==> config.mk <==
export PLATFORM = sky130hd
export DESIGN_NAME = mipsCore
export DESIGN_NICKNAME = d
export VERILOG_FILES = /design/src/mipsPkg.sv /design/src/stageLinks.sv /design/src/instrDecode.sv /design/src/regFile.sv /design/src/fetchDecode.sv /design/src/execute.sv /design/src/memWriteback.sv /design/src/mipsCore.sv
export VERILOG_INCLUDE_DIRS = /design/src /design/src/src
export SDC_FILE = /design/constraint.sdc
export NUM_CORES = 2
export LEC_CHECK = 0
export BUFFER_PORTS_ARGS = -buffer_cell sky130_fd_sc_hd__buf_2
export CORE_MARGIN = 1
export CORE_UTILIZATION = 40
export CTS_CLUSTER_DIAMETER = 50
export CTS_CLUSTER_SIZE = 28
export DETAILED_ROUTE_END_ITERATION = 6
export PLACE_DENSITY_LB_ADDON = 0.12
export SLEW_MARGIN = 40
export SYNTH_ARGS = -nofsm -noshare
export SYNTH_HDL_FRONTEND = slang
export SYNTH_SLANG_ARGS = --single-unit
==> constraint.sdc <==
create_clock -name clk -period 5 [get_ports clk]
set_input_delay 0.5 -clock clk [delete_from_list [all_inputs] [get_ports clk]]
set_output_delay 0.5 -clock clk [all_outputs]
set_load 0.005 [all_outputs]
==> src/mipsConsts.svh <==
`ifndef MIPS_CONSTS_SVH
`define MIPS_CONSTS_SVH

// Word and field widths
`define DATA_WIDTH      32
`define REG_ADDR_WIDTH  5
`define IMM_WIDTH       16
`define TARGET_WIDTH    26
`define SHAMT_WIDTH     5
`define OPCODE_WIDTH    6
`define FUNCT_WIDTH     6

// First fetch address
`define RESET_PC        32'h0000_0000

// Low bit of each instruction field
`define OP_LSB          26
`define RS_LSB          21
`define RT_LSB          16
`define RD_LSB          11
`define SHAMT_LSB       6
`define FUNCT_LSB       0

`endif

==> src/mipsPkg.sv <==
`include "mipsConsts.svh"

package mipsPkg;

   typedef logic [`DATA_WIDTH-1:0] wordT;
   typedef logic [`REG_ADDR_WIDTH-1:0] regAddrT;

   // Opcodes that the core decodes
   typedef enum logic [`OPCODE_WIDTH-1:0] {
      OP_SPECIAL = 6'h00,
      OP_J       = 6'h02,
      OP_BEQ     = 6'h04,
      OP_BNE     = 6'h05,
      OP_ADDIU   = 6'h09,
      OP_SLTI    = 6'h0a,
      OP_ANDI    = 6'h0c,
      OP_ORI     = 6'h0d,
      OP_XORI    = 6'h0e,
      OP_LUI     = 6'h0f,
      OP_LW      = 6'h23,
      OP_SW      = 6'h2b
   } opcodeT;

   // R-type function codes
   typedef enum logic [`FUNCT_WIDTH-1:0] {
      FN_SLL  = 6'h00,
      FN_SRL  = 6'h02,
      FN_SRA  = 6'h03,
      FN_ADDU = 6'h21,
      FN_SUBU = 6'h23,
      FN_AND  = 6'h24,
      FN_OR   = 6'h25,
      FN_XOR  = 6'h26,
      FN_NOR  = 6'h27,
      FN_SLT  = 6'h2a,
      FN_SLTU = 6'h2b
   } functT;

   // ALU_ADD is zero so an empty bundle adds
   typedef enum logic [3:0] {
      ALU_ADD  = 4'd0,
      ALU_SUB  = 4'd1,
      ALU_AND  = 4'd2,
      ALU_OR   = 4'd3,
      ALU_XOR  = 4'd4,
      ALU_NOR  = 4'd5,
      ALU_SLT  = 4'd6,
      ALU_SLTU = 4'd7,
      ALU_SLL  = 4'd8,
      ALU_SRL  = 4'd9,
      ALU_SRA  = 4'd10,
      ALU_LUI  = 4'd11
   } aluOpT;

   typedef struct packed {
      logic  regWrite;
      logic  memRead;
      logic  memWrite;
      logic  aluSrcImm;
      logic  useShamt;
      logic  zeroExt;
      logic  regDst;
      logic  branchEq;
      logic  branchNe;
      logic  jump;
      aluOpT aluOp;
   } ctrlT;

endpackage

==> src/stageLinks.sv <==
`timescale 1ns/100ps
`include "mipsConsts.svh"

// Decode stage to execute stage register contents
interface decodeExecLink;
   import mipsPkg::*;

   logic                     valid;
   ctrlT                     ctrl;
   regAddrT                  rs;
   regAddrT                  rt;
   regAddrT                  destReg;
   wordT                     rsValue;
   wordT                     rtValue;
   wordT                     immExt;
   logic [`SHAMT_WIDTH-1:0]  shamt;
   // Address of the instruction itself
   wordT                     pc;
   logic [`TARGET_WIDTH-1:0] target;

   modport fetch (
      output valid, ctrl, rs, rt, destReg, rsValue, rtValue, immExt, shamt, pc, target
   );
   modport execute (
      input valid, ctrl, rs, rt, destReg, rsValue, rtValue, immExt, shamt, pc, target
   );
endinterface

// Execute stage to memory/writeback stage register contents
interface execMemLink;
   import mipsPkg::*;

   logic    valid;
   logic    regWrite;
   logic    memRead;
   regAddrT destReg;
   wordT    aluResult;

   modport execute (output valid, regWrite, memRead, destReg, aluResult);
   modport memory (input valid, regWrite, memRead, destReg, aluResult);
endinterface

==> src/instrDecode.sv <==
`timescale 1ns/100ps

module instrDecode (
   input  mipsPkg::opcodeT opcode,
   input  mipsPkg::functT  funct,
   output mipsPkg::ctrlT   ctrl
);
   import mipsPkg::*;

   always_comb begin
      ctrl = '0;
      case (opcode)
         OP_SPECIAL: begin
            ctrl.regWrite = 1'b1;
            ctrl.regDst = 1'b1;
            case (funct)
               FN_ADDU: ctrl.aluOp = ALU_ADD;
               FN_SUBU: ctrl.aluOp = ALU_SUB;
               FN_AND:  ctrl.aluOp = ALU_AND;
               FN_OR:   ctrl.aluOp = ALU_OR;
               FN_XOR:  ctrl.aluOp = ALU_XOR;
               FN_NOR:  ctrl.aluOp = ALU_NOR;
               FN_SLT:  ctrl.aluOp = ALU_SLT;
               FN_SLTU: ctrl.aluOp = ALU_SLTU;
               // Shifts take the amount from the shamt field
               FN_SLL: begin
                  ctrl.aluOp = ALU_SLL;
                  ctrl.useShamt = 1'b1;
               end
               FN_SRL: begin
                  ctrl.aluOp = ALU_SRL;
                  ctrl.useShamt = 1'b1;
               end
               FN_SRA: begin
                  ctrl.aluOp = ALU_SRA;
                  ctrl.useShamt = 1'b1;
               end
               default: ctrl = '0;
            endcase
         end
         OP_ADDIU, OP_SLTI, OP_ANDI, OP_ORI, OP_XORI, OP_LUI: begin
            ctrl.regWrite = 1'b1;
            ctrl.aluSrcImm = 1'b1;
            // Logical immediates are zero extended
            ctrl.zeroExt = (opcode == OP_ANDI) || (opcode == OP_ORI) ||
                           (opcode == OP_XORI) || (opcode == OP_LUI);
            case (opcode)
               OP_SLTI: ctrl.aluOp = ALU_SLT;
               OP_ANDI: ctrl.aluOp = ALU_AND;
               OP_ORI:  ctrl.aluOp = ALU_OR;
               OP_XORI: ctrl.aluOp = ALU_XOR;
               OP_LUI:  ctrl.aluOp = ALU_LUI;
               default: ctrl.aluOp = ALU_ADD;
            endcase
         end
         OP_LW: begin
            ctrl.regWrite = 1'b1;
            ctrl.memRead = 1'b1;
            ctrl.aluSrcImm = 1'b1;
         end
         OP_SW: begin
            ctrl.memWrite = 1'b1;
            ctrl.aluSrcImm = 1'b1;
         end
         OP_BEQ: ctrl.branchEq = 1'b1;
         OP_BNE: ctrl.branchNe = 1'b1;
         OP_J:   ctrl.jump = 1'b1;
         default: ctrl = '0;
      endcase
   end

endmodule

==> src/regFile.sv <==
`timescale 1ns/100ps

module regFile (
   input  logic             clk,
   input  logic             reset,
   input  mipsPkg::regAddrT readAddrA,
   input  mipsPkg::regAddrT readAddrB,
   output mipsPkg::wordT    readDataA,
   output mipsPkg::wordT    readDataB,
   input  logic             wbWrite,
   input  mipsPkg::regAddrT wbAddr,
   input  mipsPkg::wordT    wbData
);
   import mipsPkg::*;

   // r0 has no storage
   wordT regs [1:31];

   always_ff @(posedge clk) begin
      if (wbWrite && wbAddr != '0) begin
         regs[wbAddr] <= wbData;
      end
   end

   // Same-cycle write passes straight through to the reader
   always_comb begin
      if (readAddrA == '0) begin
         readDataA = '0;
      end else if (wbWrite && wbAddr == readAddrA) begin
         readDataA = wbData;
      end else begin
         readDataA = regs[readAddrA];
      end
      if (readAddrB == '0) begin
         readDataB = '0;
      end else if (wbWrite && wbAddr == readAddrB) begin
         readDataB = wbData;
      end else begin
         readDataB = regs[readAddrB];
      end
   end

   wbAddrKnown: assert property (@(posedge clk) disable iff (reset)
      wbWrite |-> !$isunknown(wbAddr));

endmodule

==> src/fetchDecode.sv <==
`timescale 1ns/100ps
`include "mipsConsts.svh"

module fetchDecode (
   input  logic             clk,
   input  logic             reset,
   output mipsPkg::wordT    imemAddr,
   input  mipsPkg::wordT    imemData,
   input  logic             redirect,
   input  mipsPkg::wordT    redirectPc,
   input  logic             wbWrite,
   input  mipsPkg::regAddrT wbAddr,
   input  mipsPkg::wordT    wbData,
   decodeExecLink.fetch     link
);
   import mipsPkg::*;

   wordT                     pc;
   wordT                     nextPc;
   logic                     fetchValid;
   opcodeT                   opcode;
   functT                    funct;
   ctrlT                     ctrl;
   regAddrT                  rs;
   regAddrT                  rt;
   regAddrT                  rd;
   logic [`SHAMT_WIDTH-1:0]  shamt;
   logic [`IMM_WIDTH-1:0]    imm;
   logic [`TARGET_WIDTH-1:0] target;
   wordT                     immExt;
   wordT                     rsValue;
   wordT                     rtValue;

   // Hold the reset PC until the first fetch has been issued
   always_comb begin
      if (redirect) begin
         nextPc = redirectPc;
      end else if (fetchValid) begin
         nextPc = pc + wordT'(4);
      end else begin
         nextPc = pc;
      end
   end

   assign imemAddr = nextPc;

   always_ff @(posedge clk) begin
      if (reset) begin
         pc <= `RESET_PC;
         fetchValid <= 1'b0;
      end else begin
         pc <= nextPc;
         fetchValid <= 1'b1;
      end
   end

   // Instruction fields
   assign opcode = opcodeT'(imemData[`OP_LSB +: `OPCODE_WIDTH]);
   assign funct  = functT'(imemData[`FUNCT_LSB +: `FUNCT_WIDTH]);
   assign rs     = imemData[`RS_LSB +: `REG_ADDR_WIDTH];
   assign rt     = imemData[`RT_LSB +: `REG_ADDR_WIDTH];
   assign rd     = imemData[`RD_LSB +: `REG_ADDR_WIDTH];
   assign shamt  = imemData[`SHAMT_LSB +: `SHAMT_WIDTH];
   assign imm    = imemData[`IMM_WIDTH-1:0];
   assign target = imemData[`TARGET_WIDTH-1:0];

   assign immExt = ctrl.zeroExt ? {{(`DATA_WIDTH-`IMM_WIDTH){1'b0}}, imm}
                                : {{(`DATA_WIDTH-`IMM_WIDTH){imm[`IMM_WIDTH-1]}}, imm};

   instrDecode decoder (.opcode(opcode), .funct(funct), .ctrl(ctrl));

   regFile registers (
      .clk(clk),
      .reset(reset),
      .readAddrA(rs),
      .readAddrB(rt),
      .readDataA(rsValue),
      .readDataB(rtValue),
      .wbWrite(wbWrite),
      .wbAddr(wbAddr),
      .wbData(wbData)
   );

   always_ff @(posedge clk) begin
      if (reset) begin
         link.valid <= 1'b0;
         link.ctrl <= '0;
      end else begin
         link.valid <= fetchValid;
         link.ctrl <= ctrl;
      end
   end

   always_ff @(posedge clk) begin
      link.rs <= rs;
      link.rt <= rt;
      link.destReg <= ctrl.regDst ? rd : rt;
      link.rsValue <= rsValue;
      link.rtValue <= rtValue;
      link.immExt <= immExt;
      link.shamt <= shamt;
      link.pc <= pc;
      link.target <= target;
   end

   // Redirect targets from execute must stay on word boundaries
   fetchAligned: assert property (@(posedge clk) disable iff (reset)
      imemAddr[1:0] == 2'b00);

endmodule

==> src/execute.sv <==
`timescale 1ns/100ps
`include "mipsConsts.svh"

module execute (
   input  logic             clk,
   input  logic             reset,
   decodeExecLink.execute   link,
   input  logic             wbWrite,
   input  mipsPkg::regAddrT wbAddr,
   input  mipsPkg::wordT    wbData,
   output logic             redirect,
   output mipsPkg::wordT    redirectPc,
   output mipsPkg::wordT    dmemAddr,
   output logic             dmemWe,
   output mipsPkg::wordT    dmemWdata,
   execMemLink.execute      toMem
);
   import mipsPkg::*;

   wordT rsFwd;
   wordT rtFwd;
   wordT aluA;
   wordT aluB;
   wordT aluResult;
   wordT pcPlus4;
   wordT branchTarget;
   wordT jumpTarget;
   logic operandsEqual;
   logic taken;

   // Result leaving M this cycle overrides the stale register value
   assign rsFwd = (wbWrite && wbAddr == link.rs && link.rs != '0) ? wbData : link.rsValue;
   assign rtFwd = (wbWrite && wbAddr == link.rt && link.rt != '0) ? wbData : link.rtValue;

   assign aluA = link.ctrl.useShamt ? {{(`DATA_WIDTH-`SHAMT_WIDTH){1'b0}}, link.shamt} : rsFwd;
   assign aluB = link.ctrl.aluSrcImm ? link.immExt : rtFwd;

   always_comb begin
      case (link.ctrl.aluOp)
         ALU_ADD:  aluResult = aluA + aluB;
         ALU_SUB:  aluResult = aluA - aluB;
         ALU_AND:  aluResult = aluA & aluB;
         ALU_OR:   aluResult = aluA | aluB;
         ALU_XOR:  aluResult = aluA ^ aluB;
         ALU_NOR:  aluResult = ~(aluA | aluB);
         ALU_SLT:  aluResult = wordT'($signed(aluA) < $signed(aluB));
         ALU_SLTU: aluResult = wordT'(aluA < aluB);
         // Shifts move operand B by the amount in A
         ALU_SLL:  aluResult = aluB << aluA[`SHAMT_WIDTH-1:0];
         ALU_SRL:  aluResult = aluB >> aluA[`SHAMT_WIDTH-1:0];
         ALU_SRA:  aluResult = $signed(aluB) >>> aluA[`SHAMT_WIDTH-1:0];
         ALU_LUI:  aluResult = aluB << `IMM_WIDTH;
         default:  aluResult = '0;
      endcase
   end

   // Branch and jump resolution
   assign pcPlus4 = link.pc + wordT'(4);
   assign branchTarget = pcPlus4 + {link.immExt[`DATA_WIDTH-3:0], 2'b00};
   assign jumpTarget = {pcPlus4[`DATA_WIDTH-1:`TARGET_WIDTH+2], link.target, 2'b00};
   assign operandsEqual = (rsFwd == rtFwd);
   assign taken = (link.ctrl.branchEq && operandsEqual) ||
                  (link.ctrl.branchNe && !operandsEqual) || link.ctrl.jump;

   assign redirect = link.valid && taken;
   assign redirectPc = link.ctrl.jump ? jumpTarget : branchTarget;

   // Data memory request with load data returning in M
   assign dmemAddr = aluResult;
   assign dmemWdata = rtFwd;
   assign dmemWe = link.valid && link.ctrl.memWrite;

   always_ff @(posedge clk) begin
      if (reset) begin
         toMem.valid <= 1'b0;
         toMem.regWrite <= 1'b0;
         toMem.memRead <= 1'b0;
      end else begin
         toMem.valid <= link.valid;
         toMem.regWrite <= link.ctrl.regWrite;
         toMem.memRead <= link.ctrl.memRead;
      end
   end

   always_ff @(posedge clk) begin
      toMem.destReg <= link.destReg;
      toMem.aluResult <= aluResult;
   end

   noLoadStore: assert property (@(posedge clk) disable iff (reset)
      link.valid |-> !(link.ctrl.memRead && link.ctrl.memWrite));

endmodule

==> src/memWriteback.sv <==
`timescale 1ns/100ps

module memWriteback (
   input  logic              clk,
   input  logic              reset,
   execMemLink.memory        fromExec,
   input  mipsPkg::wordT     dmemRdata,
   output logic              wbWrite,
   output mipsPkg::regAddrT  wbAddr,
   output mipsPkg::wordT     wbData
);
   import mipsPkg::*;

   // Only a valid instruction may write back
   assign wbWrite = fromExec.valid && fromExec.regWrite;
   assign wbAddr = fromExec.destReg;

   // Load data arrives one cycle after the address left E
   always_comb begin
      if (fromExec.memRead) begin
         wbData = dmemRdata;
      end else begin
         wbData = fromExec.aluResult;
      end
   end

   // Nothing retires in reset or the cycle right after it
   quietAfterReset: assert property (@(posedge clk) reset |=> !wbWrite);

endmodule

==> src/mipsCore.sv <==
`timescale 1ns/100ps

module mipsCore (
   input  logic          clk,
   input  logic          reset,
   output mipsPkg::wordT imemAddr,
   input  mipsPkg::wordT imemData,
   output mipsPkg::wordT dmemAddr,
   output logic          dmemWe,
   output mipsPkg::wordT dmemWdata,
   input  mipsPkg::wordT dmemRdata
);
   import mipsPkg::*;

   logic    redirect;
   wordT    redirectPc;
   logic    wbWrite;
   regAddrT wbAddr;
   wordT    wbData;

   decodeExecLink deLink ();
   execMemLink    emLink ();

   fetchDecode fetchStage (
      .clk(clk),
      .reset(reset),
      .imemAddr(imemAddr),
      .imemData(imemData),
      .redirect(redirect),
      .redirectPc(redirectPc),
      .wbWrite(wbWrite),
      .wbAddr(wbAddr),
      .wbData(wbData),
      .link(deLink.fetch)
   );

   execute execStage (
      .clk(clk),
      .reset(reset),
      .link(deLink.execute),
      .wbWrite(wbWrite),
      .wbAddr(wbAddr),
      .wbData(wbData),
      .redirect(redirect),
      .redirectPc(redirectPc),
      .dmemAddr(dmemAddr),
      .dmemWe(dmemWe),
      .dmemWdata(dmemWdata),
      .toMem(emLink.execute)
   );

   memWriteback memStage (
      .clk(clk),
      .reset(reset),
      .fromExec(emLink.memory),
      .dmemRdata(dmemRdata),
      .wbWrite(wbWrite),
      .wbAddr(wbAddr),
      .wbData(wbData)
   );

endmodule

==> impl_metrics.toml <==
[clock_tree]
cts_tree = "yes"
cts_root_buffer = "clkbuf_16"
htree_num_levels = 4
numClockSinks = 1206
clk_pin_slew_ns = 0.06
numCtsBuffers = 140
clock_latency_ns = 0.81
cts_buffer_depth = 3

[placed_design]
place_ws_ns = -0.311
globalplace.congestion = 0.977
dp.final_hpwl_um = 176000
port_buffers = 162

[sta]
min_period_over_period_pct = 113
slew-limit-headroom_pct = 40.1
fin_skew_ns = 0.0431
period_needed_ns = 5.65
timing.final.ws_setup_ns = -0.651
fmax_mhz = 177
maxSlewViolCount = 0
rsz0062_at_grt = "true"
finalSetupViolCount = 63
tightestPinTransition_ns = 0.895
finalHoldViolCount = 0

[power]
powerDensity_nw_per_um2 = 382
p_sw_share_pct = 32.5
switchingPower_mw = 10.5
p_comb_share_pct = 28.4
leakage_nw = 30.3
seqPwrFrac_pct = 38.3
p_clk_share_pct = 33.3
ir_worst_vdd_mv = 0.304
internal-power_mw = 21.9

[critical_path]
worstPathMaxFanout = 21
crit_required_ns = 4.50
reg2reg_slack_ns = 0.48
r2r-start = "fetchStage.link.rt[3]"
r2r-end = "fetchStage.pc[24]"
cp-end-kind = "output port"
startpoint_type = "flop"
worstPathArrival_ns = 5.15
reg2reg_depth = 19
criticalPathCategory = "flop to output port"

[min_path]
whs_path_depth = 3
hold_end = "fetchStage.link.ctrl[3]"
min_from = "imemData[27]"
hold_path.class = "input port to flop"

[drt]
wire_per_inst_um = 31.8
vias_per_cell = 6.18
antenna_left = 0
drtIter0Drc = 5442
dr.pass1.iters = 7
drcViolationCount = 82
num_vias = 50300
wl_um = 258000

[floorplanning]
die_y_um = 410
die_area_um2 = 168000
core-area_um2 = 165000
initial_core_util_pct = 40.3
die_w_um = 410
io_pins = 163
rows = 149

[logic_synthesis]
syn_area_per_cell_um2 = 13.2
synth_nets = 5225
syn_area_um2 = 66600
async_reset_ff_share_pct = 0
synth_seq_area_share_pct = 51.2
synth-edff-count = 992
synth_cell_type_count = 84
netlist_instances = 5024
ys_warn_count = 0
synth_ff_type = "edfxtp_1"
synth.ff_latch_count = 1206

[grt]
grt_pass1_vias = 49800
grt_use_total_pct = 30.4
grt_max_degree = 65
grt_overflow_total = 0
antenna_found_initial = 8
grt_pass1_wl_um = 367000

[layout]
seqCellArea_um2 = 34100
nets = 6030
area_growth_pct = 27.5
layout-drive-gt1-share_pct = 40.1
n_fill_cell = 14200
final_util_pct = 51.4
multi_input_area_um2 = 33800

[job]
cap_viol_max_count = 0

[status]
status = "finished with violations"
violations = "design-rule violations, negative setup slack"
what timing repair did:
| item | in CTS | in global routing |
|---|---|---|
| setup buffers | 57 | 52 |
| hold buffers | 18 | 0 |
| hold endpoints to repair | 27 | 0 |
| resized for setup | 444 | 243 |
| pin swaps | 133 | 115 |
| setup endpoints to repair | 64 | 64 |
| cloned | 5 | 1 |
cells in the mapped netlist, types with 74 or more instances:
| library cell | instances | share of area (%) |
|---|---|---|
| nand2_1 | 206 | 1.2 |
| mux4_2 | 498 | 17 |
| o21ai_0 | 197 | 1.5 |
| inv_1 | 115 | 0.65 |
| nor3_1 | 91 | 0.68 |
| a21oi_1 | 317 | 2.4 |
| ha_1 | 132 | 2.5 |
| nor2_1 | 378 | 2.1 |
| mux2_2 | 93 | 1.6 |
| a211oi_1 | 98 | 1.1 |
| xnor2_1 | 110 | 1.4 |
| clkbuf_1 | 266 | 1.5 |
| mux2i_1 | 313 | 4.7 |
| dfxtp_1 | 214 | 6.4 |
| edfxtp_1 | 992 | 45 |
| nand3_1 | 74 | 0.56 |
worst max-delay path by stage:
stage / startpoint / endpoint / slack [ns] / cells after the start
floorplan: fetchStage.link.rs[4] / dmemAddr[30] / 0.004 / 24
global placement: dmemRdata[0] / dmemAddr[26] / -0.34 / 22
detailed placement: dmemRdata[0] / dmemAddr[26] / -0.31 / 22
CTS: execStage.toMem.destReg[4] / imemAddr[24] / -0.69 / 19
global route: execStage.toMem.destReg[3] / dmemAddr[30] / -0.85 / 19
finish: fetchStage.link.rt[3] / dmemAddr[30] / -0.65 / 23
state kept, by name, indices dropped and copies added, names as in the netlist, 5 cells and up:
signal and cells:
fetchStage.registers.regs 992, fetchStage.pc 32, fetchStage.link.pc 32, fetchStage.link.rsValue 32, execStage.toMem.destReg 5, fetchStage.link.destReg 5, fetchStage.link.rs 5, fetchStage.link.rtValue 32
execStage.toMem.aluResult 32, fetchStage.link.ctrl 12, fetchStage.link.target 13
critical path, cell delays in order (launching register included):
cell and delay, ns:
dfxtp_4 0.36, nor4_4 0.29, buf_4 0.16, o21bai_2 0.07
buf_12 0.17, a31o_2 0.26, and2_2 0.22, a21o_1 0.23
ha_1 0.25, a21oi_4 0.21, nand2b_4 0.07, buf_4 0.14
a21oi_1 0.14, buf_4 0.16, nand2_2 0.06, a21oi_2 0.13
buf_6 0.16, nor4b_4 0.06, o31a_1 0.25, o211ai_1 0.22
o21ai_1 0.12, mux2_4 0.33, o21ai_4 0.13, buf_2 0.13
layout make-up:
| type | count | area share [%] |
|---|---|---|
| clock inverter | 109 | 1.54 |
| multi-input combinational | 3326 | 39.9 |
| tap | 2189 | 3.23 |
| antenna | 2 | 0.00590 |
| inverter | 120 | 0.560 |
| sequential | 1206 | 40.2 |
| clock buffer | 149 | 4.23 |
| timing repair buffer | 1035 | 10.4 |
placed cells by master, fill, tap and decap left out, types with 26 or more instances in the layout:
cell / netlist / final
edfxtp_1: 992 / 992
buf_4: 4 / 726
mux4_2: 498 / 498
nor2_1: 378 / 317
a21oi_1: 317 / 277
mux2i_1: 313 / 265
dfxtp_1: 214 / 196
nand2_1: 206 / 194
o21ai_0: 197 / 162
clkbuf_16: 0 / 144
buf_2: 41 / 143
inv_1: 115 / 99
xnor2_1: 110 / 93
ha_1: 132 / 92
mux2_2: 93 / 89
a211oi_1: 98 / 83
nor3_1: 91 / 74
nand3_1: 74 / 69
buf_6: 2 / 61
xor2_1: 61 / 60
a221oi_1: 62 / 59
buf_12: 0 / 57
nor2b_1: 47 / 44
nor2_4: 0 / 43
and2_1: 46 / 42
a21oi_2: 0 / 32
a31oi_1: 49 / 31
o211ai_1: 31 / 31
o221ai_1: 36 / 31
nand4_1: 30 / 30
a21o_1: 28 / 28
ha_4: 0 / 28
o31ai_2: 0 / 26
per-layer routing:
| metal | routed length [um] | global-route usage (%) | vias to the layer above | share of wire [%] |
|---|---|---|---|---|
| li1 | - | - | 21600 | - |
| met1 | 108000 | 41.9 | 25900 | 42 |
| met4 | 10800 | 11.2 | 2 | 4.2 |
| met3 | 20100 | 5.28 | 509 | 7.8 |
| met5 | 13 | 0 | - | 0.0050 |
| met2 | 119000 | 48.0 | 2280 | 46 |
stage by stage:
stage	hold WS [ns]	cells	setup TNS, ns	power, mW	instance area, um^2
CTS	0.0210	8088	-34.38	32.0	83300
global route	0.0795	8134	-41.00	33.4	84800
global placement	0.331	7739	-4.10	20.6	75300
detailed placement	0.313	7752	-4.58	20.6	75600
finish	0.0930	8136	-31.20	32.4	84800
floorplan	0.310	5024	0	16.4	66700
cells by family (layout without fill, tap and decap cells):
family,count (synthesis),count (layout),synth area share [%]
flip-flops,1206,1206,51.2
buffers and inverters,492,1413,2.93
adder cells (fa/ha/maj),135,135,2.57
AO/OA/AOI/OAI,1049,1049,10.2
other,0,2,0
multiplexers,913,913,23.3
AND/OR/NAND/NOR,1058,1058,7.54
XOR/XNOR,171,171,2.25
power by group through the flow:
stage	combinational [mW]	clock [mW]	sequential, mW
final	9.20	10.8	12.4
after detailed placement	7.96	0	12.6
after global routing	9.65	11.3	12.4
after global placement	7.95	0	12.6
after CTS	8.64	11.0	12.4
after floorplan	3.89	0	12.5
Note: power is estimated with default switching activity, not from simulation.
